$ cat src/logic/raster_defs.svh
`ifndef RASTER_DEFS_SVH
`define RASTER_DEFS_SVH

// Word and coordinate widths
`define RASTER_DATA_BITS     32
`define RASTER_DIM_BITS      16

// Edge coefficients fetched per primitive
`define RASTER_NUM_WORDS     9

// Reservation station and slice side
`define RASTER_RS_SIZE       8
`define RASTER_SLICE_NUM     4
`define RASTER_SLICE_CREDITS 2

// Memory words allowed in flight
`define RASTER_MEM_CREDITS   12

// Tile index to pixel coordinate
`define RASTER_TILE_LOG2     4

`endif
$ cat src/logic/raster_pkg.sv
`default_nettype none

`include "raster_defs.svh"

package raster_pkg;

    // Encodings follow the tag values used by the fetch sequence
    typedef enum logic [1:0] {
        fetch_tile      = 2'b01,
        fetch_pid       = 2'b10,
        fetch_prim_data = 2'b11
    } fetch_kind_e;

    // Tile header coordinate word, y in the upper half
    typedef struct packed {
        logic [`RASTER_DIM_BITS-1:0] y;
        logic [`RASTER_DIM_BITS-1:0] x;
    } tile_xy_t;

    typedef union packed {
        logic [`RASTER_DATA_BITS-1:0] raw;
        tile_xy_t                     xy;
    } tile_word_u;

    typedef struct packed {
        logic [`RASTER_NUM_WORDS-1:0][`RASTER_DATA_BITS-1:0] addr;
        logic [`RASTER_NUM_WORDS-1:0]                        mask;
        fetch_kind_e                                         kind;
    } mem_req_t;

    typedef struct packed {
        logic [`RASTER_NUM_WORDS-1:0][`RASTER_DATA_BITS-1:0] data;
        fetch_kind_e                                         kind;
    } mem_rsp_t;

    typedef struct packed {
        logic [`RASTER_DIM_BITS-1:0]            x;
        logic [`RASTER_DIM_BITS-1:0]            y;
        logic [2:0][2:0][`RASTER_DATA_BITS-1:0] edges;
        logic [`RASTER_DATA_BITS-1:0]           pid;
    } raster_packet_t;

    typedef struct packed {
        logic [`RASTER_DATA_BITS-1:0] num_tiles;
        logic [`RASTER_DATA_BITS-1:0] tbuf_base;
        logic [`RASTER_DATA_BITS-1:0] pbuf_base;
        logic [`RASTER_DATA_BITS-1:0] pbuf_stride;
    } raster_cfg_t;

endpackage

`default_nettype wire

$ cat src/logic/raster_rs_dispatch.sv
`timescale 1ns/1ps
`default_nettype none

`include "raster_defs.svh"

module raster_rs_dispatch
    import raster_pkg::*;
(
    input  logic                                 clk,
    input  logic                                 reset,
    input  logic                                 push,
    input  raster_packet_t                       push_packet,
    output logic                                 has_free,
    input  logic [`RASTER_SLICE_NUM-1:0]         slice_credit,
    output logic                                 out_valid,
    output raster_packet_t                       out_packet,
    output logic [$clog2(`RASTER_SLICE_NUM)-1:0] out_slice
);

    localparam int rs_bits     = $clog2(`RASTER_RS_SIZE);
    localparam int slice_bits  = $clog2(`RASTER_SLICE_NUM);
    localparam int credit_bits = $clog2(`RASTER_SLICE_CREDITS + 1);

    raster_packet_t               entries [`RASTER_RS_SIZE];
    logic [`RASTER_RS_SIZE-1:0]   entry_valid;
    logic [rs_bits-1:0]           free_idx;
    logic [rs_bits-1:0]           head_idx;
    logic                         head_found;
    logic [credit_bits-1:0]       credits [`RASTER_SLICE_NUM];
    logic [`RASTER_SLICE_NUM-1:0] slice_ready;
    logic [slice_bits-1:0]        slice_idx;
    logic                         slice_found;
    logic                         dispatch;

    raster_prio_enc #(.n(`RASTER_RS_SIZE)) free_enc (
        .bits  (~entry_valid),
        .index (free_idx),
        .found (has_free)
    );

    // Not FIFO order, the lowest occupied slot goes first
    raster_prio_enc #(.n(`RASTER_RS_SIZE)) head_enc (
        .bits  (entry_valid),
        .index (head_idx),
        .found (head_found)
    );

    always_comb begin
        for (int s = 0; s < `RASTER_SLICE_NUM; s++) begin
            slice_ready[s] = (credits[s] != '0);
        end
    end

    raster_prio_enc #(.n(`RASTER_SLICE_NUM)) slice_enc (
        .bits  (slice_ready),
        .index (slice_idx),
        .found (slice_found)
    );

    assign dispatch = head_found && slice_found;

    always_ff @(posedge clk) begin
        if (reset) begin
            entry_valid <= '0;
            out_valid   <= 1'b0;
            for (int s = 0; s < `RASTER_SLICE_NUM; s++) begin
                credits[s] <= credit_bits'(`RASTER_SLICE_CREDITS);
            end
        end else begin
            out_valid <= dispatch;
            // Push and dispatch never touch the same slot
            if (push) begin
                entry_valid[free_idx] <= 1'b1;
            end
            if (dispatch) begin
                entry_valid[head_idx] <= 1'b0;
            end
            for (int s = 0; s < `RASTER_SLICE_NUM; s++) begin
                case ({dispatch && (slice_idx == slice_bits'(s)), slice_credit[s]})
                    2'b10:   credits[s] <= credits[s] - 1'b1;
                    2'b01:   credits[s] <= credits[s] + 1'b1;
                    default: credits[s] <= credits[s];
                endcase
            end
        end
    end

    always_ff @(posedge clk) begin
        if (push) begin
            entries[free_idx] <= push_packet;
        end
        if (dispatch) begin
            out_packet <= entries[head_idx];
            out_slice  <= slice_idx;
        end
    end

endmodule

`default_nettype wire

$ cat src/logic/raster_prio_enc.sv
`timescale 1ns/1ps
`default_nettype none

// Lowest set bit wins
module raster_prio_enc #(
    parameter int n = 8,
    localparam int idx_bits = (n > 1) ? $clog2(n) : 1
) (
    input  logic [n-1:0]        bits,
    output logic [idx_bits-1:0] index,
    output logic                found
);

    always_comb begin
        index = '0;
        found = 1'b0;
        // Walk downwards so the lowest index is assigned last
        for (int i = n - 1; i >= 0; i--) begin
            if (bits[i]) begin
                index = idx_bits'(i);
                found = 1'b1;
            end
        end
    end

endmodule

`default_nettype wire

$ cat config.mk
export PLATFORM = sky130hd
export DESIGN_NAME = raster_rs_dispatch
export DESIGN_NICKNAME = d
export VERILOG_FILES = /design/src/logic/raster_pkg.sv /design/src/logic/raster_rs_dispatch.sv /design/src/logic/raster_prio_enc.sv
export VERILOG_INCLUDE_DIRS = /design/src /design/src/logic
export SDC_FILE = /design/constraint.sdc
export NUM_CORES = 2
export LEC_CHECK = 0
export BUFFER_PORTS_ARGS = -buffer_cell sky130_fd_sc_hd__buf_2
export CAP_MARGIN = 25
export CORE_MARGIN = 2
export CORE_UTILIZATION = 40
export CTS_BUF_LIST = sky130_fd_sc_hd__clkbuf_4 sky130_fd_sc_hd__clkbuf_8
export DETAILED_ROUTE_END_ITERATION = 8
export PLACE_DENSITY = 0.62
export REMOVE_ABC_BUFFERS = 1
export SLEW_MARGIN = 20
export SYNTH_ARGS = -nofsm -noshare
export SYNTH_HDL_FRONTEND = slang
export SYNTH_SLANG_ARGS = --single-unit
$ cat constraint.sdc
create_clock -name clk -period 51.8 [get_ports clk]
set_input_delay 7.77 -clock clk [delete_from_list [all_inputs] [get_ports clk]]
set_output_delay 7.77 -clock clk [all_outputs]
set_load 0.1 [all_outputs]
* After elaboration in Yosys (flattened, before gate mapping) *
Memory sizes are Yosys's and may differ from the RTL's. A register that Yosys moved wholly into a read port is not among the register bits.
Index checks and enable logic that the tools add are counted.

word-level totals
  RAM bits = 2,824
  memories kept = 2
  input port bits = 359
  bits in registers = 11
  output and inout bits = 356
  logic and storage cells = 159

cells by class
  bitwise gates (word level) = 16
  reductions and logical operators = 16
  magnitude comparators = 4
  multiplexer cells = 99
  eq/ne operators = 11
  add/subtract/negate cells = 8

memories
  memory   words  bits a word  rd ports  clocked after memory_dff  write ports  line                      source
  entries  8      352          1         1                         1            raster_rs_dispatch.sv:24  raster_packet_t entries [`RASTER_RS_SIZE];
  credits  4      2            4         0                         4            raster_rs_dispatch.sv:29  logic [credit_bits-1:0] credits [`RASTER_SLICE_NUM];

operators by type and width
  kind                                                 count
  2-to-1 mux 1 bit                                     62
  2-to-1 mux 3 bit                                     16
  2-to-1 mux 2 bit                                     16
  2-to-1 mux 8 bit                                     3
  NOT 8 bit                                            2
  == test 2 bit, second input constant                 6
  bitwise OR 1 bit                                     12
  == test 2 x 1 -> 1 bit, second input constant        5
  adder 2 x 1 -> 2 bit, second input constant          4
  bitwise AND 8 bit                                    1
  < comparator 3 x 4 -> 1 bit, second input constant   2
  bitwise OR 8 bit                                     1
  nonzero test 2 bit                                   4
  OR reduction 2 bit                                   4
  subtractor 2 x 1 -> 2 bit, second input constant     4
  logical AND 1 bit                                    7
  demux 1 bit (select 3 bit)                           2
  >= comparator 3 x 1 -> 1 bit, second input constant  2
  zero test 2 bit                                      1

* Logic depth before layout (Yosys ltp) *
  word-level depth = 18
  depth in mapped cells = 11
  gate-level depth less buffers = 10

* Cells and area by module *
Synthesis repeated with hierarchy kept, for this count alone.

second synthesis, totals
  cell total of the unflattened synthesis = 5,845
  area, all modules = 118,766.4 um2

modules (own cells, without submodules)
  module                           cells an instance  sequential area each (um2)  area an instance (um2)  times used
  raster_rs_dispatch               5,812              95,611.7                    118,571.2               1
  raster_prio_enc at free_enc ...  13                 0.0                         80.1                    2
  raster_prio_enc at slice_enc     7                  0.0                         35.0                    1

* Least setup slack after synthesis *
Ideal clock, no wire load.

  path type = input to register
  start point = input port push
  end point = memory entries[4][0] in the netlist's numbering (enable)
  data arrival time = 33,493 ps
  stages on the path = 3
  setup time = 1,570 ps
  buffers on the path = 0
  slack = 16,737 ps
  required time = 50,230 ps
  path through = and3_1 -> nand4_1 -> nor3b_1

between the ends
  word-level cells in the longest chain between the ends = 2

ends and longest elaborated chain
  element                                 line                      source
  start: declaration                      raster_rs_dispatch.sv:11  input logic push,
  2-to-1 mux 1 bit                        raster_rs_dispatch.sv:89  if (push) begin
  2-to-1 mux 1 bit (implied by the code)  raster_rs_dispatch.sv:90  entries[free_idx] <= push_packet;
  end: declaration                        raster_rs_dispatch.sv:24

No other way between the ends.

* Worst setup path after layout *
  start point = input port push
  end point = memory entries[4][156] in the netlist's numbering (enable)

Same word-level chain as after synthesis.

==> impl_results.md <==
* First-pass GRT wire length at 492 mm
* Register bit total from synthesis at 3187
* DR vias/cell at 5.76
* Drt first pass iters at 6
* P per Cell Area at 40.6 mW/mm2
* Crit. End Element: register
* WL/cell at approximately 24 um
* CTS H-tree depth at 6
* EDFF count, synth at between 3000 and 4000
* Clk slew on worst S/H paths at 50 ps
* Post-Syn Area at ~0.12 mm2
* Routed Antenna Nets at 0
* Worst Path Max Fanout at between 50 and 60
* Design Area, Final at 0.141 mm2
* CTS tree: built
* Die X at 560 um
* Final setup fails at 0
* Residual DRC count at 0
* Area after DPL at ~0.13 mm2
* Hold Path Class: reg -> reg
* Crit path top cell by count: buf_4
* Total grt overflow at 0
* Final net count at 9663
* Initial antenna violation count at 128
* Final max-slew violation count at 0
* Post-CTS Repair Setup Buffers at 0
* Placeable Area at between 0.3 and 0.4 mm2
* Max cap viols at 0
* Fill count at 26700
* Worst Path Required at 52520 ps
* Clock share of power at 38.7%
* Synth top area cells: edfxtp_1, a21oi_1, nand3_1
* Type of the worst setup path: in -> reg
* P_sw at 1.50 mW
* Async SR Flop Fraction at 0%
* Largest net degree at the start of global routing at 236
* FMAX at approximately 0.085 GHz
* Cts repair resizes at 0
* Relative slew slack at 16.8%
* Core Util, Final at 46.1%
* Gr usage total at between 20% and 30%
* Die ar. at roughly 0.31 mm2
* Yosys cell types at 38
* Yosys warnings at 0
* Area grow syn2layout at 14.5%
* Post-Syn Instances at 8688
* Pre-CTS setup slack at 38810 ps
* Cell Rows at roughly 200
* CTS buffer count at 527
* Crit-path max cell delay at roughly 860 ps
* Status: finished clean
* Ys flop type: edfxtp_1
* Mean Syn Cell Area at 14.2 um2
* Post-Route WL at ~330 mm
* Number of hold buffers added after CTS at 0
* Crit-path slowest cell: buf_4
* Root buf cell: clkbuf_8
* Slew @ Worst Pin at 1250 ps
* Area share of the largest cell type after synthesis at 77.3%
* Worst-path cell chain: buf_2, and3_1, nand4_1, nor3b_2, buf_4, buf_4, buf_4, buf_4, buf_4
* TNS Setup at 0 ps
* Starting Density at 40.3%
* Final Hold Violating Endpoints at 0
* Switching Fraction at between 20% and 30%
* Vias in the first global route at 77700
* Final min period at 11820 ps
* Placed insts at roughly 13000
* Peak VDD IR at 0.0290 mV
* Reg power frac at approximately half
* Clock buffer depth at 4
* Non-filler instance count after layout at between 10000 and 15000
* Hold Worst Slack at 590 ps
* Post-route setup slack at 39980 ps
* Crit share post-route at approximately 23%
* Power share of the combinational group at 9.8%
* IO Count at 715
* Pleak at roughly 48 nW
* Clk_skew at ~87 ps
* Startpoint Class: primary input
* Placed wire-length estimate at roughly 170 mm
* Sequential-to-total area share from yosys stat at 77.4%
* Leading area contributor after synthesis: edfxtp_1
* PortBufs at between 700 and 800
* Clk_lat worst skew at 1160 ps
* Clk sink count at 3187
* RSZ-0062 raised after global routing: false
* Internal power at 4.23 mW
* Via count at 79800
* Gpl congestion at 0.794
* DRT iter0 DRCs at 9284
* Worst EP arrival at 12530 ps
* Power consumption at 5.73 mW
* Die height at 560 um
* Fraction of layout cells with a size suffix above 1 at 17.6%
[Yosys cell counts (2+ instances only)]
library cell,count
edfxtp_1,3178
a21oi_1,1412
nand3_1,1411
o21ai_0,958
clkbuf_1,534
o21ai_1,461
or4_1,353
buf_2,149
buf_1,84
nor2_1,30
nor3_1,15
inv_1,14
buf_6,11
buf_4,9
dfxtp_1,9
ha_1,9
nand2_1,9
a311oi_1,4
or2_2,4
a31oi_1,3
and3_1,3
nand4_1,3
nor2b_1,3
nor4_1,3
xnor2_1,3
nor3b_1,2
o21a_1,2
or3_1,2
[critical path: cells and delay by family]
family                 cells  cell delay, ps
buffers and inverters      6            3810
and+or+nand+nor            3             700
[power groups by stage]
stage | Sequential, mW | Clock, mW | Combinational (mW)
after CTS | 2.95 | 2.27 | 0.565
after detailed placement | 3.01 | 0 | 0.563
after global routing | 2.96 | 2.37 | 0.592
after global placement | 3.00 | 0 | 0.556
after floorplan | 3.30 | 0 | 0.271
final | 2.95 | 2.22 | 0.563
[kinds of logic (layout without fill, tap and decap cells)]
group,count (synthesis),after routing,synth area share [%]
buffers and inverters,801,1795,2.68
AOI/OAI and AO/OA,2846,2846,11.6
DFF,3187,3187,77.4
xor gates and xnor gates,3,3,0.0213
and+or+nand+nor,1841,1841,8.17
adders and majority gates,9,9,0.0912
other,0,68,0
muxes,1,1,0.00811
[sequential cells by signal, indices dropped and copies added, names as in the netlist]
name	count
out_packet	352
credits	8
out_valid	1
entry_valid	8
out_slice	2
entries	2816
[routing by layer]
metal	vias up	global-route usage [%]	share of wire, %
met4	82	6.06	2.4
met3	660	4.58	8.8
met2	3596	31.8	47
li1	35300	-	-
met1	40200	27.9	42
met5	-	0	0.15
[cell usage in the layout (no fill, tap or decap), types with 3 or more instances in the layout]
cell / n
a21oi_1: 1411
a311oi_1: 4
and3_1: 3
buf_12: 20
buf_16: 10
buf_2: 714
buf_4: 119
bufinv_16: 19
clkbuf_4: 165
clkbuf_8: 539
clkinv_1: 99
clkinv_2: 39
clkinv_8: 9
clkinvlp_4: 6
dfxtp_1: 9
diode_2: 68
edfxtp_1: 3178
ha_1: 9
inv_1: 14
inv_12: 13
inv_6: 9
inv_8: 17
nand2_1: 9
nand3_1: 1411
nand4_1: 3
nor2_1: 26
nor2_4: 4
nor2b_1: 3
nor3_1: 15
nor4_1: 3
o21ai_0: 957
o21ai_1: 458
o21ai_4: 4
or2_2: 4
or4_1: 353
xnor2_1: 3
[cell type report]
cell class	count	area [um2]	area share (%)
Tap cell	4100	5130	3.63
Clock buffer	704	8660	6.13
Antenna cell	68	170	0.120
Sequential cell	3187	95600	67.7
Inverter	14	52.6	0.0372
Multi-Input combinational cell	4700	24700	17.5
Clock inverter	212	1830	1.30
Timing Repair Buffer	865	5160	3.66
[path summary, 6_finish.rpt]
path                  start         endpoint  slack, ps  cells past startpoint
max                    push  entries[4][156]      39980                      9
min           credits[3][0]    credits[3][0]        590                      1
max reg2reg  entry_valid[0]   out_packet[45]      44340                     11
min reg2reg   credits[3][0]    credits[3][0]        590                      1
No activity file was read; power rests on OpenSTA's default activity.
