<file path="config.mk">
export PLATFORM = sky130hd
export DESIGN_NAME = raster_fetch_ctrl
export DESIGN_NICKNAME = d
export VERILOG_FILES = /design/src/logic/raster_pkg.sv /design/src/logic/raster_fetch_ctrl.sv
export VERILOG_INCLUDE_DIRS = /design/src /design/src/logic
export SDC_FILE = /design/constraint.sdc
export NUM_CORES = 2
export LEC_CHECK = 0
export BUFFER_PORTS_ARGS = -buffer_cell sky130_fd_sc_hd__buf_2
export CORE_AREA = 2 2 425 427
export DETAILED_ROUTE_END_ITERATION = 8
export DIE_AREA = 0 0 427 429
export PLACE_DENSITY_LB_ADDON = 0.12
export SLEW_MARGIN = 10
export SYNTH_ARGS = -nofsm -noshare
export SYNTH_HDL_FRONTEND = slang
export SYNTH_SLANG_ARGS = --single-unit
</file>
<file path="constraint.sdc">
create_clock -name clk -period 9.8 [get_ports clk]
set_input_delay 0.98 -clock clk [delete_from_list [all_inputs] [get_ports clk]]
set_output_delay 0.98 -clock clk [all_outputs]
set_load 0.05 [all_outputs]
</file>
<file path="src/logic/raster_defs.svh">
`ifndef RASTER_DEFS_SVH
`define RASTER_DEFS_SVH

// Word and coordinate widths
`define RASTER_DATA_BITS     32
`define RASTER_DIM_BITS      16

// Edge coefficients fetched per primitive
`define RASTER_NUM_WORDS     9

// Reservation station and slice side
`define RASTER_RS_SIZE       8
`define RASTER_SLICE_NUM     4
`define RASTER_SLICE_CREDITS 2

// Memory words allowed in flight
`define RASTER_MEM_CREDITS   12

// Tile index to pixel coordinate
`define RASTER_TILE_LOG2     4

`endif
</file>
<file path="src/logic/raster_pkg.sv">
`default_nettype none

`include "raster_defs.svh"

package raster_pkg;

    // Encodings follow the tag values used by the fetch sequence
    typedef enum logic [1:0] {
        fetch_tile      = 2'b01,
        fetch_pid       = 2'b10,
        fetch_prim_data = 2'b11
    } fetch_kind_e;

    // Tile header coordinate word, y in the upper half
    typedef struct packed {
        logic [`RASTER_DIM_BITS-1:0] y;
        logic [`RASTER_DIM_BITS-1:0] x;
    } tile_xy_t;

    typedef union packed {
        logic [`RASTER_DATA_BITS-1:0] raw;
        tile_xy_t                     xy;
    } tile_word_u;

    typedef struct packed {
        logic [`RASTER_NUM_WORDS-1:0][`RASTER_DATA_BITS-1:0] addr;
        logic [`RASTER_NUM_WORDS-1:0]                        mask;
        fetch_kind_e                                         kind;
    } mem_req_t;

    typedef struct packed {
        logic [`RASTER_NUM_WORDS-1:0][`RASTER_DATA_BITS-1:0] data;
        fetch_kind_e                                         kind;
    } mem_rsp_t;

    typedef struct packed {
        logic [`RASTER_DIM_BITS-1:0]            x;
        logic [`RASTER_DIM_BITS-1:0]            y;
        logic [2:0][2:0][`RASTER_DATA_BITS-1:0] edges;
        logic [`RASTER_DATA_BITS-1:0]           pid;
    } raster_packet_t;

    typedef struct packed {
        logic [`RASTER_DATA_BITS-1:0] num_tiles;
        logic [`RASTER_DATA_BITS-1:0] tbuf_base;
        logic [`RASTER_DATA_BITS-1:0] pbuf_base;
        logic [`RASTER_DATA_BITS-1:0] pbuf_stride;
    } raster_cfg_t;

endpackage

`default_nettype wire

</file>
<file path="src/logic/raster_fetch_ctrl.sv">
`timescale 1ns/1ps
`default_nettype none

`include "raster_defs.svh"

module raster_fetch_ctrl
    import raster_pkg::*;
(
    input  logic           clk,
    input  logic           reset,
    input  logic           start,
    input  raster_cfg_t    cfg,
    output logic           idle,
    output logic           req_valid,
    output mem_req_t       req,
    input  logic           req_ready,
    input  logic           rsp_valid,
    input  mem_rsp_t       rsp,
    input  logic           rs_has_free,
    output logic           rs_push,
    output raster_packet_t rs_packet
);

    localparam int num_words = `RASTER_NUM_WORDS;
    localparam logic [`RASTER_DATA_BITS-1:0] word_bytes = `RASTER_DATA_BITS'(4);

    typedef enum logic [2:0] {
        s_idle,
        s_next_tile,
        s_tile_req,
        s_next_prim,
        s_pid_req,
        s_data_req,
        s_wait
    } state_e;

    state_e                       state;
    raster_cfg_t                  cfg_q;
    logic [`RASTER_DATA_BITS-1:0] tbuf_ptr;
    logic [`RASTER_DATA_BITS-1:0] tile_cnt;
    logic [`RASTER_DATA_BITS-1:0] prim_cnt;
    logic [`RASTER_DATA_BITS-1:0] num_prims;
    logic [`RASTER_DIM_BITS-1:0]  tile_x;
    logic [`RASTER_DIM_BITS-1:0]  tile_y;
    logic [`RASTER_DATA_BITS-1:0] pid;
    logic [`RASTER_DATA_BITS-1:0] prim_base;
    tile_word_u                   tile_word;

    assign idle          = (state == s_idle);
    assign tile_word.raw = rsp.data[0];

    always_comb begin
        req       = '0;
        req_valid = 1'b0;
        case (state)
            s_tile_req: begin
                // Header is the coordinate word then the primitive count
                req_valid   = 1'b1;
                req.kind    = fetch_tile;
                req.mask    = num_words'(2'b11);
                req.addr[0] = tbuf_ptr;
                req.addr[1] = tbuf_ptr + word_bytes;
            end
            s_pid_req: begin
                req_valid   = 1'b1;
                req.kind    = fetch_pid;
                req.mask    = num_words'(1'b1);
                req.addr[0] = tbuf_ptr;
            end
            s_data_req: begin
                // Only one packet is ever in flight, so a free entry now stays free
                req_valid = rs_has_free;
                req.kind  = fetch_prim_data;
                req.mask  = '1;
                for (int i = 0; i < num_words; i++) begin
                    req.addr[i] = prim_base + `RASTER_DATA_BITS'(4 * i);
                end
            end
            default: begin
            end
        endcase
    end

    assign rs_push = (state == s_wait) && rsp_valid && (rsp.kind == fetch_prim_data);

    always_comb begin
        rs_packet.x     = tile_x;
        rs_packet.y     = tile_y;
        // Nine words map row by row onto the 3x3 edge array
        rs_packet.edges = rsp.data;
        rs_packet.pid   = pid;
    end

    always_ff @(posedge clk) begin
        if (reset) begin
            state    <= s_idle;
            tbuf_ptr <= '0;
            tile_cnt <= '0;
            prim_cnt <= '0;
        end else begin
            case (state)
                s_idle: begin
                    if (start) begin
                        tbuf_ptr <= cfg.tbuf_base;
                        tile_cnt <= '0;
                        state    <= s_next_tile;
                    end
                end
                s_next_tile: begin
                    state <= (tile_cnt == cfg_q.num_tiles) ? s_idle : s_tile_req;
                end
                s_tile_req: begin
                    if (req_ready) begin
                        tbuf_ptr <= tbuf_ptr + 2 * word_bytes;
                        state    <= s_wait;
                    end
                end
                s_next_prim: begin
                    if (prim_cnt == num_prims) begin
                        tile_cnt <= tile_cnt + 1'b1;
                        state    <= s_next_tile;
                    end else begin
                        state <= s_pid_req;
                    end
                end
                s_pid_req: begin
                    if (req_ready) begin
                        tbuf_ptr <= tbuf_ptr + word_bytes;
                        state    <= s_wait;
                    end
                end
                s_data_req: begin
                    if (req_valid && req_ready) begin
                        state <= s_wait;
                    end
                end
                s_wait: begin
                    if (rsp_valid) begin
                        case (rsp.kind)
                            fetch_tile: begin
                                prim_cnt <= '0;
                                state    <= s_next_prim;
                            end
                            fetch_pid: state <= s_data_req;
                            default: begin
                                prim_cnt <= prim_cnt + 1'b1;
                                state    <= s_next_prim;
                            end
                        endcase
                    end
                end
                default: state <= s_idle;
            endcase
        end
    end

    always_ff @(posedge clk) begin
        if (idle && start) begin
            cfg_q <= cfg;
        end
        if (state == s_wait && rsp_valid && rsp.kind == fetch_tile) begin
            tile_x    <= tile_word.xy.x << `RASTER_TILE_LOG2;
            tile_y    <= tile_word.xy.y << `RASTER_TILE_LOG2;
            num_prims <= rsp.data[1];
        end
        if (state == s_wait && rsp_valid && rsp.kind == fetch_pid) begin
            pid       <= rsp.data[0];
            prim_base <= cfg_q.pbuf_base + rsp.data[0] * cfg_q.pbuf_stride;
        end
    end

endmodule

`default_nettype wire

</file>
# Yosys cells after proc, flatten, opt, wreduce, memory -nomap -nowiden
# Index checks and enable logic that the tools add are counted.
# W data, S select, Z words.
[word_totals]
reg_bits = 315
in_bits = 424
elab_cells = 79
[classes]
add_sub_neg = 13
n_mul = 1
eq_ne = 18
muxes = 20
n_bitwise = 1
reduce_logical = 14
[op_table]
columns = ["cell", "count"]
rows = [
  ["$mux W224", 1],
  ["$pmux W32 S2", 3],
  ["$mux W32", 5],
  ["$pmux W43 S3", 1],
  ["$add A32 B5 Y32 const B", 4],
  ["$add A32 B4 Y32 const B", 3],
  ["$pmux W32 S3", 1],
  ["$add A32 B1 Y32 const B", 2],
  ["$add A32 B3 Y32 const B", 2],
  ["$eq A32 B32 Y1", 2],
  ["$add A32 B32 Y32", 1],
  ["$add A32 B6 Y32 const B", 1],
  ["$mul A32 B32 Y32", 1],
  ["$mux W3", 6],
  ["$pmux W3 S6", 1],
  ["$ne A2 B2 Y1 const B", 6],
  ["$eq A3 B3 Y1 const B", 3],
  ["$reduce_and A4 Y1", 2],
  ["$eq A3 B2 Y1 const B", 2],
  ["$logic_and A1 B1 Y1", 6],
  ["$reduce_and A3 Y1", 2],
  ["$eq A2 B2 Y1 const B", 2],
  ["$eq A3 B1 Y1 const B", 1],
  ["$logic_not A3 Y1", 1],
  ["8 further kinds", 8],
]

# Depth between registers and ports, before layout
[logic_depth]
ltp_word = 6
depth_mapped = 28
mapped_depth_nobuf = 26

# Least setup slack after synthesis
# Ideal clock, no wire load.
[synth_timing]
path_type = "input port to flip-flop"
start = "in rsp[14] (netlist bit)"
end = "reg prim_base[31], data pin"
setup_ps = 260
arrival_ps = 7464
required_ps = 9540
slack_ps = 2076
stages = 26
n_path_buf = 2
cell_sequence = "clkbuf_1 -> clkbuf_1 -> and2_1 -> fa_1 -> fa_1 -> fa_1 -> inv_1 -> fa_1 -> inv_1 -> fa_1 -> inv_1 -> fa_1 -> inv_1 -> fa_1 -> inv_1 -> fa_1 -> inv_1 -> ha_1 -> a21oi_1 -> o21a_1 -> o21ai_0 -> a21o_1 -> a2111oi_0 -> o31a_1 -> o21ai_0 -> xnor2_1"
[synth_between]
elab_chain_len = 2
[synth_lines]
columns = ["item", "line", "source"]
rows = [
  ["start, declared", "raster_fetch_ctrl.sv:18", "input mem_rsp_t rsp,"],
  ["$mul A32 B32 Y32", "raster_fetch_ctrl.sv:168", "prim_base <= cfg_q.pbuf_base + rsp.data[0] * cfg_q.pbuf_stride;"],
  ["$add A32 B32 Y32", "raster_fetch_ctrl.sv:168", ""],
  ["end signal, assigned", "raster_fetch_ctrl.sv:168", ""],
  ["end, declared", "raster_fetch_ctrl.sv:46", "logic [`RASTER_DATA_BITS-1:0] prim_base;"],
]
# Every way passes these cells.
# A chain may end at the register's enable or synchronous reset.

# Worst setup path after layout
[layout_timing]
start = "reg cfg_q[7] (netlist bit)"
end = "reg prim_base[31], data pin"
[layout_between]
elab_chain_len = 2
[layout_lines]
columns = ["item", "line", "source"]
rows = [
  ["start, declared", "raster_fetch_ctrl.sv:38", "raster_cfg_t cfg_q;"],
  ["start signal, assigned", "raster_fetch_ctrl.sv:159", "cfg_q <= cfg;"],
  ["$mul A32 B32 Y32", "raster_fetch_ctrl.sv:168", ""],
  ["$add A32 B32 Y32", "raster_fetch_ctrl.sv:168", ""],
]
# Every way passes these cells.

==> summary.md <==
| Metric | Value |
|---|---|
| Max-cap violations | `0` |
| Post-synth EDFFs | `216` |
| R2R setup slack | `1.59 ns` |
| Fmax | `122 MHz` |
| Nets | `5384` |
| Vias | `29348` |
| Cells after Synth | `4194` |
| Slowest stage delay, CP | `0.83 ns` |
| Commonest cells after routing, fill and taps aside | `buf_2 (621), inv_1 (531), fa_1 (438)` |
| CP most frequent cell | `fa_1` |
| Pin count of the biggest net entering global routing | `175` |
| First-pass GRT wire length | `239 mm` |
| Residual DRC count | `0` |
| Yosys top cell by area | `fa_1` |
| DRT iter0 DRCs | `1908` |
| Clk_lat worst skew | `0.65 ns` |
| Critical path type | `register to register` |
| Top FF cell, synth | `edfxtp_1` |
| Setup TNS | `0 ns` |
| WL final | `169 mm` |
| Initial Util | `20.9%` |
| Area growth from synthesis to layout | `13.1%` |
| RD Place Congestion | `0.868` |
| FP Rows | `155` |
| Port-buffer cells | `621` |
| Vias in the first global route | `30676` |
| Slowest-stage cell, CP | `edfxtp_1` |
| CP max FO | `13` |
| Post-synth top area share | `23.5%` |
| Die ar. | `0.183 sq mm` |
| Commonest non-fill, non-tap cell in the layout | `buf_2` |
| Gr usage total | `18.1%` |
| Slew Viols, Final | `0` |
| Layout cells sized above 1 | `18.4%` |
| Worst hold path class | `input port to register` |
| CTS tree | `yes` |
| Worst reg2reg startpoint | `cfg_q[7]` |
| Post-DR wirelength/cell | `25.0 microns` |
| Resize count post-CTS | `0` |
| Setup Skew | `0.0459 ns` |
| Top delay family on crit path | `adder cells` |
| Hold_buf cts | `0` |
| Status | `complete, no violations` |
| Final hold vios | `0` |
| RSZ-0062 raised after global routing | `false` |
| CTS max path bufs | `3` |
| CP Data Arrival Time | `8.55 ns` |
| Grt ovf | `0` |
| Worst EP required | `10.14 ns` |
| Reg clk slew, reported paths | `0.06 ns` |
| Endpoint class of the critical path | `register` |
| # clock sinks | `315` |
| Core footprint | `0.178 sq mm` |
| Post-CTS Setup Inserts | `0` |
| Post-synthesis register bit count | `315` |
| Top Ports | `1078` |
| Synthesized area | `0.0373 sq mm` |
| Worst Tran Pin Value | `1.15 ns` |
| Final setup fails | `0` |
| Worst setup SP type | `register` |
| Clock buffer count from CTS | `44` |
| Final ANT Viol Nets | `0` |
| Final Cycle Share | `83.8%` |
| WP buf/inv | `5` |
| Worst slew margin | `23.1%` |
| Syn Area/Cell | `8.89 sq um` |
| Avg Vias per Cell | `4.33` |
| Top cells by area, synth | `fa_1 (24%), edfxtp_1 (17%), buf_4 (6.6%), and2_1 (5.8%), inv_1 (5.3%)` |
| Crit. Startpoint | `cfg_q[7]` |
| H-tree levels | `2` |
| Worst hold start | `cfg[127]` |
| Warnings from Yosys | `0` |
| Post-synth ARST share | `0%` |
| Min Tclk post-route | `8.21 ns` |
| HPWL after detailed placement | `137 mm` |
| CTS Root Cell | `clkbuf_16` |
| Die H | `429 microns` |
| First-pass iteration count of the detailed router | `5` |
| Seq/Total Area, Yosys | `22.7%` |
| Synth unique cells | `82` |
| Crit-path cells | `buf_4, and2_1, fa_1, fa_1, fa_1, inv_1, fa_1, inv_1, fa_1, fa_1, fa_1, inv_1, fa_1, inv_1, ha_1, a21o_1, a21oi_1, o21ai_0, a21o_1, a2111oi_0, o31a_1, o21ai_0, xnor2_1` |
| Die Width | `427 microns` |
| Initial antenna violation count | `31` |
layout make-up:
| cell class | instances | area, sq um |
|---|---|---|
| Fill cell | 19718 | 136000 |
| Multi-Input combinational cell | 2786 | 23500 |
| Sequential cell | 315 | 8470 |
| Timing Repair Buffer | 704 | 3740 |
| Tap cell | 2355 | 2950 |
| Inverter | 533 | 2000 |
| Clock buffer | 51 | 1160 |
| Clock inverter | 29 | 360 |
| Antenna cell | 2 | 5.00 |
registers in the layout (all words and copies together), names as in the netlist:
name       count
state          3
pid           32
num_prims     32
prim_cnt      32
tile_cnt      32
tile_x        12
tile_y        12
prim_base     32
cfg_q         96
tbuf_ptr      32
synth_stat cells, drive strengths merged, types with 4 or more instances:
cell type,instances
nand4,43
and4,12
or2,10
xnor2,202
a211oi,13
inv,532
a22oi,15
and2,346
nor4,24
nor2,320
a21o,23
nand2b,8
o22ai,28
buf,364
dfxtp,99
nand2,402
a221oi,4
nor2b,6
xor2,186
nor3,45
edfxtp,216
o21a,11
nor3b,4
a31oi,10
o21ai,116
nand3,64
ha,138
a21oi,135
clkbuf,203
or3,72
a22o,24
and3,35
fa,438
per-stage QoR:
| stage | instances | cell area (sq um) | utilization [%] | hold slack [ns] | worst slack [ns] |
|---|---|---|---|---|---|
| final | 6775 | 42100 | 23.7 | 0.505 | 1.59 |
| after CTS | 6773 | 42100 | 23.7 | 0.446 | 1.51 |
| after detailed placement | 6693 | 40600 | 22.8 | 0.512 | 1.13 |
| after global placement | 6693 | 40600 | 22.8 | 0.500 | 1.17 |
| after floorplan | 4201 | 37300 | - | 0.478 | 2.08 |
| after global routing | 6773 | 42100 | 23.7 | 0.463 | 1.19 |
cells by family (layout without fill, tap and decap cells):
group | count (synthesis) | count (layout) | share of synthesized area, %
adder cells (fa/ha/maj) | 576 | 576 | 28.2
AND/OR/NAND/NOR | 1401 | 1401 | 18.7
other | 1 | 10 | 0.0101
buffers and inverters | 1100 | 1317 | 14.5
AO/OA/AOI/OAI | 410 | 410 | 6.71
flip-flops | 315 | 315 | 22.7
multiplexers | 3 | 3 | 0.0806
XOR/XNOR | 388 | 388 | 9.12
path summary, 6_finish.rpt:
kind / to / cells past startpoint
setup / recovery: prim_base[31] / 23
hold reg to reg: prim_cnt[30] / 2
setup reg to reg: prim_base[31] / 23
hold / removal: cfg_q[127] / 1
layer usage:
layer	wire length, microns	GRT usage, %
met1	73700	23.3
met2	78300	29.6
met3	12200	5.00
met4	4570	4.39
met5	425	1.83
Power is left out: the tool's default activity adds up to more than one toggle a clock period on the data nets, which glitch-free logic cannot reach.
