### src/logic/raster_defs.svh
`ifndef RASTER_DEFS_SVH
`define RASTER_DEFS_SVH

// Word and coordinate widths
`define RASTER_DATA_BITS     32
`define RASTER_DIM_BITS      16

// Edge coefficients fetched per primitive
`define RASTER_NUM_WORDS     9

// Reservation station and slice side
`define RASTER_RS_SIZE       8
`define RASTER_SLICE_NUM     4
`define RASTER_SLICE_CREDITS 2

// Memory words allowed in flight
`define RASTER_MEM_CREDITS   12

// Tile index to pixel coordinate
`define RASTER_TILE_LOG2     4

`endif
### src/logic/raster_pkg.sv
`default_nettype none

`include "raster_defs.svh"

package raster_pkg;

    // Encodings follow the tag values used by the fetch sequence
    typedef enum logic [1:0] {
        fetch_tile      = 2'b01,
        fetch_pid       = 2'b10,
        fetch_prim_data = 2'b11
    } fetch_kind_e;

    // Tile header coordinate word, y in the upper half
    typedef struct packed {
        logic [`RASTER_DIM_BITS-1:0] y;
        logic [`RASTER_DIM_BITS-1:0] x;
    } tile_xy_t;

    typedef union packed {
        logic [`RASTER_DATA_BITS-1:0] raw;
        tile_xy_t                     xy;
    } tile_word_u;

    typedef struct packed {
        logic [`RASTER_NUM_WORDS-1:0][`RASTER_DATA_BITS-1:0] addr;
        logic [`RASTER_NUM_WORDS-1:0]                        mask;
        fetch_kind_e                                         kind;
    } mem_req_t;

    typedef struct packed {
        logic [`RASTER_NUM_WORDS-1:0][`RASTER_DATA_BITS-1:0] data;
        fetch_kind_e                                         kind;
    } mem_rsp_t;

    typedef struct packed {
        logic [`RASTER_DIM_BITS-1:0]            x;
        logic [`RASTER_DIM_BITS-1:0]            y;
        logic [2:0][2:0][`RASTER_DATA_BITS-1:0] edges;
        logic [`RASTER_DATA_BITS-1:0]           pid;
    } raster_packet_t;

    typedef struct packed {
        logic [`RASTER_DATA_BITS-1:0] num_tiles;
        logic [`RASTER_DATA_BITS-1:0] tbuf_base;
        logic [`RASTER_DATA_BITS-1:0] pbuf_base;
        logic [`RASTER_DATA_BITS-1:0] pbuf_stride;
    } raster_cfg_t;

endpackage

`default_nettype wire

### src/logic/raster_mem_streamer.sv
`timescale 1ns/1ps
`default_nettype none

`include "raster_defs.svh"

module raster_mem_streamer
    import raster_pkg::*;
(
    input  logic                         clk,
    input  logic                         reset,
    input  logic                         req_valid,
    input  mem_req_t                     req,
    output logic                         req_ready,
    output logic                         rsp_valid,
    output mem_rsp_t                     rsp,
    output logic                         mem_word_valid,
    output logic [`RASTER_DATA_BITS-1:0] mem_word_addr,
    input  logic                         mem_rsp_word_valid,
    input  logic [`RASTER_DATA_BITS-1:0] mem_rsp_word_data
);

    localparam int num_words = `RASTER_NUM_WORDS;
    localparam int idx_bits  = $clog2(num_words);
    localparam int cnt_bits  = $clog2(`RASTER_MEM_CREDITS + 1);

    function automatic logic [idx_bits-1:0] lowest_index(input logic [num_words-1:0] mask);
        logic [idx_bits-1:0] idx;
        idx = '0;
        for (int i = num_words - 1; i >= 0; i--) begin
            if (mask[i]) begin
                idx = idx_bits'(i);
            end
        end
        return idx;
    endfunction

    function automatic logic [cnt_bits-1:0] count_ones(input logic [num_words-1:0] mask);
        logic [cnt_bits-1:0] total;
        total = '0;
        for (int i = 0; i < num_words; i++) begin
            total = total + cnt_bits'(mask[i]);
        end
        return total;
    endfunction

    logic                 busy;
    mem_req_t             req_q;
    logic [num_words-1:0] issue_mask;
    logic [num_words-1:0] fill_mask;
    logic [idx_bits-1:0]  issue_idx;
    logic [idx_bits-1:0]  fill_idx;
    logic [cnt_bits-1:0]  word_total;
    // Words issued and not yet released by a consumed response
    logic [cnt_bits-1:0]  held_words;
    logic [num_words-1:0][`RASTER_DATA_BITS-1:0] rsp_data;

    assign issue_idx = lowest_index(issue_mask);
    assign fill_idx  = lowest_index(fill_mask);

    assign req_ready      = !busy;
    assign mem_word_valid = busy && (issue_mask != '0)
                          && (held_words < cnt_bits'(`RASTER_MEM_CREDITS));
    assign mem_word_addr  = req_q.addr[issue_idx];

    // Complete once every masked word was sent and has come back
    assign rsp_valid = busy && (issue_mask == '0) && (fill_mask == '0);

    always_comb begin
        rsp.data = rsp_data;
        rsp.kind = req_q.kind;
    end

    always_ff @(posedge clk) begin
        if (reset) begin
            busy       <= 1'b0;
            issue_mask <= '0;
            fill_mask  <= '0;
            held_words <= '0;
        end else begin
            if (req_valid && req_ready) begin
                busy       <= 1'b1;
                issue_mask <= req.mask;
                fill_mask  <= req.mask;
            end
            if (mem_word_valid) begin
                issue_mask[issue_idx] <= 1'b0;
            end
            // Memory returns in order so words land in the lowest open slot
            if (mem_rsp_word_valid) begin
                fill_mask[fill_idx] <= 1'b0;
            end
            if (rsp_valid) begin
                busy <= 1'b0;
            end
            held_words <= held_words + cnt_bits'(mem_word_valid)
                        - (rsp_valid ? word_total : '0);
        end
    end

    always_ff @(posedge clk) begin
        if (req_valid && req_ready) begin
            req_q      <= req;
            word_total <= count_ones(req.mask);
        end
        if (mem_rsp_word_valid) begin
            rsp_data[fill_idx] <= mem_rsp_word_data;
        end
    end

endmodule

`default_nettype wire

### config.mk
export PLATFORM = sky130hd
export DESIGN_NAME = raster_mem_streamer
export DESIGN_NICKNAME = d
export VERILOG_FILES = /design/src/logic/raster_pkg.sv /design/src/logic/raster_mem_streamer.sv
export VERILOG_INCLUDE_DIRS = /design/src /design/src/logic
export SDC_FILE = /design/constraint.sdc
export NUM_CORES = 1
export LEC_CHECK = 0
export ABC_AREA = 1
export BUFFER_PORTS_ARGS = -buffer_cell sky130_fd_sc_hd__clkbuf_2
export CAP_MARGIN = 0
export CORE_AREA = 2 2 255 257
export CTS_BUF_LIST = sky130_fd_sc_hd__clkbuf_8
export DETAILED_ROUTE_END_ITERATION = 7
export DIE_AREA = 0 0 257 259
export GPL_TIMING_DRIVEN = 0
export MAX_ROUTING_LAYER = met4
export PLACE_DENSITY = 0.58
export SLEW_MARGIN = 20
export SYNTH_ARGS = -nofsm -noshare
export SYNTH_HDL_FRONTEND = slang
export SYNTH_SLANG_ARGS = --single-unit
### constraint.sdc
create_clock -name clk -period 16.3 [get_ports clk]
set_input_delay 1.63 -clock clk [delete_from_list [all_inputs] [get_ports clk]]
set_output_delay 1.63 -clock clk [all_outputs]
set_load 0.03 [all_outputs]
; ---- Word level (Yosys, flattened, before mapping)
; Index checks and enable logic that the tools add are counted.
[word_totals]
reg_bits = 605
latch_bits = 0
ram_bits = 0
mem_bits_ro = 0
input_bits = 335
output_inout_bits = 325
wordCells = 89
mem_count = 0
[op_classes]
addsub = 10
n_mul = 0
div_mod_pow = 0
order_cmp = 5
n_eq_ne = 0
shifts = 0
n_mux = 34
bitwise = 4
reduce_logical = 12
[op_table]
columns = operator, count
row1 = 288-bit bitwise mux, 1
row2 = 32-bit binary-select mux with 4-bit select, 1
row3 = 32-bit demux with 4-bit select, 1
row4 = 4-bit 2-to-1 mux, 19
row5 = 32-bit 2-to-1 mux, 2
row6 = 9-bit 2-to-1 mux, 6
row7 = 4-bit by 1-bit adder with 4-bit output, 6
row8 = 9-bit AND, 2
row9 = 9-bit logical NOT, 2
row10 = 9-bit inverter, 2
row11 = 4-bit by 5-bit less-than comparator with 1-bit output (second input constant), 2
row12 = 9-bit nonzero test, 1
row13 = 1-bit demux with 4-bit select, 2
row14 = 4-bit by 1-bit greater-or-equal comparator with 1-bit output (second input constant), 2
row15 = 1-bit logical AND, 7
row16 = 3-bit by 1-bit adder with 4-bit output, 1
row17 = 4-bit less-than comparator (second input constant), 1
row18 = 4-bit subtractor, 1
row19 = 2-bit by 1-bit adder with 3-bit output, 1
row20 = 1-bit by 1-bit adder with 2-bit output, 1
row21 = 1-bit 2-to-1 mux, 2
row22 = 2-bit OR reduction, 1
row23 = 1-bit logical NOT, 1

; ---- Longest topological paths before layout
; Gate-level depths: netlist of the first run.
[depth]
ltp_word = 16
depth_mapped = 15
ltp_nobuf = 15

; ---- Worst setup path before layout of the first run
; OpenSTA, ideal clock, no wires.
[synth_timing]
kind = input-to-reg
start = input port req_valid
end = register issue_mask[5]
setup_time_ps = 124
arrival_ps = 10722
t_required_ps = 16176
slack_ps = 5454
path_stages = 6
path_buffers = 1
cell_sequence = nand2_1 -> clkinv_1 -> clkbuf_1 -> o21ai_0 -> o211ai_1 -> inv_1
[synth_via]
elab_chain_cells = 5
[synth_rtl]
columns = item, line_no
row1 = from (decl), raster_mem_streamer.sv:11  ; input logic req_valid,
row2 = 1-bit logical AND *, raster_mem_streamer.sv:80  ; if (req_valid && req_ready) begin
row3 = 9-bit 2-to-1 mux *, raster_mem_streamer.sv:80
row4 = 9-bit 2-to-1 mux *, raster_mem_streamer.sv:74  ; if (reset) begin
row5 = 9-bit AND (no source line), --
row6 = 9-bit 2-to-1 mux *, raster_mem_streamer.sv:85  ; if (mem_word_valid) begin
row7 = to (signal assigned), raster_mem_streamer.sv:82  ; issue_mask <= req.mask;
row8 = to (decl), raster_mem_streamer.sv:48  ; logic [num_words-1:0] issue_mask;
; Every way passes the cells marked *; elsewhere a longest branch is shown, timed or not. The select of a mux whose other input is x is not followed.
; A chain may end at the register's enable or synchronous reset.

; ---- Worst setup path in the final report of the first run
[layout_timing]
start = register issue_mask[6]
end = output port mem_word_addr[29]
[layout_via]
elab_chain_cells = 9
[layout_rtl]
columns = item, line_no
row1 = 4-bit 2-to-1 mux (7 in series), raster_mem_streamer.sv:30  ; if (mask[i]) begin
row2 = 32-bit binary-select mux with 4-bit select, raster_mem_streamer.sv:63  ; assign mem_word_addr = req_q.addr[issue_idx];
row3 = 32-bit 2-to-1 mux (not written as such), raster_mem_streamer.sv:63
row4 = to (decl), raster_mem_streamer.sv:17  ; output logic [`RASTER_DATA_BITS-1:0] mem_word_addr,
; No other way between the ends. The select of a mux whose other input is x is not followed.

==> results of run 1 <==
[worst paths after layout]
| path | end | slack [ns] | from | depth (start not counted) |
|---|---|---|---|---|
| setup / recovery | mem_word_addr[29] | 11.34 | issue_mask[6] | 13 |
| hold reg to reg | fill_mask[8] | 0.49 | fill_mask[8] | 2 |
| setup reg to reg | rsp[230] | 13.33 | fill_mask[7] | 10 |
| hold / removal | fill_mask[8] | 0.49 | fill_mask[8] | 2 |
[per-layer routing]
| metal | GRT usage | vias to the layer above | routed length, um |
|---|---|---|---|
| li1 | - | 6976 | - |
| met1 | 0.258 | 7472 | 28000 |
| met2 | 0.396 | 792 | 38700 |
| met3 | 0.0491 | 154 | 5640 |
| met4 | 0.0803 | 0 | 2360 |
| met5 | - | - | 0 |
[registers in the layout, indices dropped and copies added (netlist names)]
register and cells:
fill_mask 9, busy 1, held_words 4, word_total 4, issue_mask 9, req_q 288
rsp 290
[cells in the mapped netlist, drive strengths merged]
cell type | count | area [sq um]
nand3 | 203 | 1020
nor2 | 18 | 72.6
clkbuf | 29 | 109
xor2 | 2 | 17.5
nand4 | 129 | 807
nand3b | 32 | 240
ha | 8 | 100
buf | 54 | 313
a21oi | 12 | 71.3
a211oi | 3 | 22.5
o31ai | 1 | 7.51
dfxtp | 23 | 460
a31oi | 1 | 12.5
xnor2 | 2 | 17.5
nand2 | 216 | 823
nor3 | 6 | 41.3
nor4 | 1 | 21.3
inv | 90 | 338
and2 | 1 | 6.26
clkinv | 1 | 3.75
edfxtp | 582 | 17500
o211ai | 2 | 15.0
o21ai | 17 | 85.1
fa | 6 | 120
[through the flow]
step / instances / hold slack (ns) / area (sq um)
floorplan: 1439 / 0.447 / 22200
global placement: 2953 / 0.467 / 26600
detailed placement: 2974 / 0.491 / 27000
CTS: 3156 / 0.502 / 28800
global route: 3166 / 0.523 / 28900
finish: 3166 / 0.494 / 28900
[critical path, stage by stage, from the launching register on]
cell and delay (ns):
dfxtp_1 0.30, inv_2 0.09, nand2_1 0.05, nand2_1 0.06, nand2_1 0.05, nand2_1 0.08, buf_4 0.30, clkbuf_1 0.57
nand4_1 0.17, nand2_1 0.27, nand3b_1 0.16, nand2_1 0.09, nand3_1 0.18, clkbuf_2 0.23
[cell families (layout without fill, tap and decap cells)]
kind of cell             after synthesis  after routing  share of synthesized area
buffers and inverters                174           1036                     0.0344
flip-flops                           605            605                      0.808
AND/OR/NAND/NOR                      606            606                      0.137
AO/OA/AOI/OAI                         36             36                    0.00964
adder cells (fa/ha/maj)               14             14                    0.00992
other                                  0             10                          0
XOR/XNOR                               4              4                    0.00158
[where the power goes]
part           internal (W)  switching, W
combinational      0.000187      0.000511
clock              0.000653      0.000623
sequential          0.00182     0.0000300
total               0.00266       0.00116
[cell usage in the layout, fill, tap and decap left out, types with 4 or more instances in the layout]
| cell | count |
|---|---|
| buf_16 | 4 |
| clkinv_1 | 33 |
| o21ai_1 | 4 |
| buf_4 | 18 |
| o21ai_0 | 13 |
| nand4_1 | 129 |
| clkbuf_1 | 27 |
| inv_1 | 106 |
| buf_1 | 6 |
| buf_6 | 4 |
| nand3b_1 | 32 |
| buf_12 | 9 |
| bufinv_16 | 5 |
| clkbuf_2 | 660 |
| edfxtp_1 | 582 |
| fa_1 | 6 |
| a21oi_1 | 11 |
| clkinv_2 | 12 |
| clkbuf_8 | 98 |
| nor2_1 | 14 |
| buf_2 | 34 |
| ha_1 | 8 |
| inv_2 | 10 |
| nand2_1 | 213 |
| nand3_1 | 202 |
| diode_2 | 10 |
| dfxtp_1 | 23 |
[area by class of cell]
class                   instances  area (sq um)
diodes                         10          25.0
plain buffers                  83           427
clock buffers                  98          1350
clock inverters                84           547
fillers                      5831         35000
inverters                      91           342
multi-input cells             660          3530
flip-flops and latches        605         17900
well taps                     855          1070
repair buffers                680          3650
==> metrics.cfg, run 1 <==
[placed_design]
dpl.hpwl_mm=57.5
dpl_worst_slack_ns=11.75
port_buffers=659
gp_congestion=0.894

[timing]
timing_hold_violations_final=0
slew_headroom=0.476
setup_tns_ns=0
setup_ws_ns=11.34
rsz0062_at_grt=false
clock_skew_ns=0.0552
fmax_mhz=202
finalSetupViolCount=0
finalCritPeriodShare=0.304
post-route-min-period_ns=4.96
tightest_slew_ns=0.786
drv_slew=0

[drt]
ant_nets=0
route.detailed.drc=0
drt_iter0_drc=1268
vias_per_cell=4.86
drt-total-wl_mm=74.8
wl_per_cell_um=23.6
dr_total_vias=15400
detail_route.first_pass.iterations=5

[clock_tree]
htree_levels=3
cts-resized-gates=0
path_clk_slew_ns=0.06
clockBufferDepth=3
postCtsSetupBuffers=0
cts_tree=done
clock_sinks=605
cts_hold_buf=0
clk_latency_ns=0.71
clockRootBuffer=clkbuf_8
cts-buffers-inserted=98

[floorplan]
num_rows=93
dieArea_sq_mm=0.0666
fp.dieH_um=259
initial_core_util=0.348
die_x_um=257
num_io_pins=660
core_sq_mm=0.0639

[worst_hold_path]
hp-class=reg -> reg

[logic_synthesis]
syn_inst=1439
netlist_area_sq_mm=0.0222
yosysSeqAreaShare=0.808
synth-seq-cells=605
yosys.cell_types.count=35
syn_avg_cell_area_sq_um=15.4
syn_nets=1788
yosysWarnings=0

[final_layout]
fin_nets=2568
fin_util=0.452
area_growth_pct=30.0
layout-drive-gt1-share=0.382

[worst_setup_path]
cp-start-kind=register
path_max_fanout=10
crit_type=reg -> out
required_ns=14.67
worstPathArrival_ns=3.33
end_kind=primary output

[grt]
grt_pass1_vias=15600
grt_util_all_layers=0.227
antenna_found_initial=13
grt_pass1_wl_mm=106
grt_max_degree=59
grt_overflow=0

[power]
p_leak_nw=11.7
power.density_mw_per_mm2=132
vdd_drop_max_mv=0.0676
p_total_w=0.00382

[outcome]
status=complete, no violations

[job]
max_cap_viol_count=0

No activity file was read; power rests on OpenSTA's default activity.
==> run 2: changes to the inputs <==
PLACE_DENSITY = 0.6   (was 0.58)
clock period = 4.3 ns   (was 16.3 ns; I/O delays follow)
==> run 2 against run 1 <==
Net effect:
- routed wire length is 4.7% higher
- register-to-register slack worse by 12 ns
- critical path depth is 1 lower
- clock skew is 0.0098 ns lower
- critical path type unchanged
- via count is 8.9% higher
- utilization is 4.7 points higher
- largest power group unchanged
==> metrics.cfg, run 2 (synthesized netlist as in run 1, its figures left out) <==
[worst_setup_path]
cp-start-kind=register  ; unchanged
path_max_fanout=10  ; unchanged
crit_family=buffers and inverters  ; unchanged
slowest_stage=clkbuf_1  ; unchanged
worstPathArrival_ns=3.38  ; was 3.33 ns
crit_path_cell_trace=nand2_1 -> nand2_1 -> nand2_1 -> nand2_1 -> buf_4 -> clkbuf_1 -> nand4_1 -> nand2_1 -> nand3b_1 -> nand2_1 -> nand3_1 -> clkbuf_2  ; was inv_2 -> nand2_1 -> nand2_1 -> nand2_1 -> nand2_1 -> buf_4 -> clkbuf_1 -> nand4_1 -> nand2_1 -> nand3b_1 -> nand2_1 -> nand3_1 -> clkbuf_2
max_stage_delay_ns=0.60  ; was 0.57 ns
crit_type=reg -> out  ; unchanged
end_kind=primary output  ; unchanged
crit_top_cell=nand2_1  ; unchanged
crit_buf_inv=3  ; was 4
required_ns=3.87  ; was 14.67 ns

[grt]
antenna_found_initial=11  ; was 13
grt_overflow=0  ; unchanged
grt_max_degree=154  ; was 59
grt_util_all_layers=0.235  ; was 0.227
grt_pass1_vias=17100  ; was 15600
grt_pass1_wl_mm=111  ; was 106 mm

[placed_design]
placed_area_sq_mm=0.0269  ; was 0.0270 sq mm
dpl.hpwl_mm=57.2  ; was 57.5 mm
port_buffers=659  ; unchanged
gp_congestion=0.918  ; was 0.894

[drt]
ant_nets=0  ; unchanged
route.detailed.drc=0  ; unchanged
detail_route.first_pass.iterations=5  ; unchanged
vias_per_cell=4.84  ; was 4.86
wl_per_cell_um=22.6  ; was 23.6 um
drt-total-wl_mm=78.3  ; was 74.8 mm
drt_iter0_drc=1320  ; was 1268
dr_total_vias=16800  ; was 15400

[timing]
rsz0062_at_grt=false  ; unchanged
drv_slew=0  ; unchanged
clock_skew_ns=0.0453  ; was 0.0552 ns
timing_hold_violations_final=0  ; unchanged
setup_tns_ns=0  ; unchanged
finalSetupViolCount=0  ; unchanged
fmax_mhz=263
post-route-min-period_ns=3.81
tightest_slew_ns=0.863  ; was 0.786 ns
finalCritPeriodShare=0.885
slew_headroom=0.425  ; was 0.476

[clock_tree]
cts_tree=done  ; unchanged
clk_latency_ns=0.69  ; was 0.71 ns
htree_levels=3  ; unchanged
cts_hold_buf=305  ; was 0
cts-buffers-inserted=100  ; was 98
clockBufferDepth=3  ; unchanged
postCtsSetupBuffers=0  ; unchanged
path_clk_slew_ns=0.06  ; about the same
clock_sinks=605  ; unchanged
clockRootBuffer=clkbuf_8  ; unchanged
cts-resized-gates=0  ; unchanged

[outcome]
status=complete, no violations  ; unchanged

[final_layout]
stdcell_area_sq_mm=0.0318  ; was 0.0289 sq mm
final_common_cell=clkbuf_2  ; unchanged
fin_util=0.499  ; was 0.452
fin_nets=2870  ; was 2568
largest_reg_flops=290  ; unchanged
layout-drive-gt1-share=0.337  ; was 0.382
fillers=5392  ; was 5831
area_growth_pct=43.4  ; was 30.0%
final_cell_mix=clkbuf_2 (660), edfxtp_1 (582), dlygate4sd3_1 (305)  ; was clkbuf_2 (660), edfxtp_1 (582), nand2_1 (213)

[power]
p_leak_nw=13.1  ; was 11.7 nW
swShare=0.303  ; was 0.305
power_frac_seq=0.476  ; was 0.484
vdd_drop_max_mv=0.287  ; was 0.0676 mV
combPwrFrac=0.197  ; was 0.183
clock_power_share=0.328  ; was 0.334
internal_power_w=0.0103  ; was 0.00266 W
power.density_mw_per_mm2=463  ; was 132 mW/mm^2
switchingPower_w=0.00447  ; was 0.00116 W

[worst_hold_path]
hp-class=in -> reg  ; was reg -> reg

[job]
max_cap_viol_count=0  ; unchanged

[floorplan]
num_rows=93  ; unchanged
fp.dieH_um=259  ; unchanged
dieArea_sq_mm=0.0666  ; unchanged
die_x_um=257  ; unchanged
num_io_pins=660  ; unchanged
core_sq_mm=0.0639  ; unchanged
initial_core_util=0.348  ; unchanged

[run 2: cell count changes in the layout (fill, tap and decap cells not counted), sizes merged]
cell	previous run	this run
clkinv	46	31
buf	75	70
clkinvlp	2	0
inv	122	137
clkbuf	786	788
dlygate4sd3	0	305
[run 2: worst paths after layout]
kind / from / endpoint / slack, ns / depth (start not counted)
hold / removal: req[3] / issue_mask[1] / 0.09 / 3
hold reg to reg: issue_mask[1] / issue_mask[1] / 0.49 / 2
setup / recovery: issue_mask[7] / mem_word_addr[30] / 0.49 / 12
setup reg to reg: fill_mask[7] / rsp[256] / 1.37 / 10
[run 2: final cells by class]
cell class / count / area, sq um / share of cell area
antenna: 10 / 25.0 / 0.000786
timing repair buffer: 980 / 6590 / 0.207
buffer: 83 / 444 / 0.0139
sequential: 605 / 17900 / 0.563
tap: 855 / 1070 / 0.0336
multi-input combinational: 660 / 3530 / 0.111
inverter: 91 / 342 / 0.0107
clock inverter: 82 / 536 / 0.0168
clock buffer: 100 / 1380 / 0.0432
[run 2: worst reg2reg max path: stages, from the launching register on]
cell	delay, ns
dfxtp_1	0.36
nor2_1	0.08
nor3_1	0.13
nor3_1	0.07
nor3_1	0.45
nand2_1	0.23
nor3_2	0.47
buf_4	0.28
buf_4	0.21
buf_4	0.22
buf_6	0.17
[run 2: per-layer routing]
metal / global-route usage / wire length, um / vias to the layer above
met1: 0.259 / 29000 / 8164
met2: 0.417 / 41100 / 888
met3: 0.0534 / 5720 / 144
met5: - / 0 / -
met4: 0.0838 / 2500 / 0
li1: - / - / 7573
[run 2: power groups by stage]
| stage | Clock [W] | Combinational, W | Sequential, W |
|---|---|---|---|
| 5_1_grt | 0.00524 | 0.00309 | 0.00704 |
| 6_report | 0.00483 | 0.00290 | 0.00702 |
| 3_3_place_gp | 0 | 0.00262 | 0.00717 |
| 2_1_floorplan | 0 | 0.00126 | 0.00736 |
| 3_5_place_dp | 0 | 0.00269 | 0.00714 |
| 4_1_cts | 0.00496 | 0.00293 | 0.00702 |
[run 2: metrics by stage]
step	total power [W]	instances	setup slack, ns	hold slack, ns
2_1_floorplan	0.00862	1439	0.582	0.447
3_3_place_gp	0.00978	2953	-1.50	0.465
3_5_place_dp	0.00983	2969	0.955	0.468
4_1_cts	0.0149	3456	0.329	0.00653
5_1_grt	0.0154	3464	0.250	0.0219
6_report	0.0148	3466	0.494	0.0885
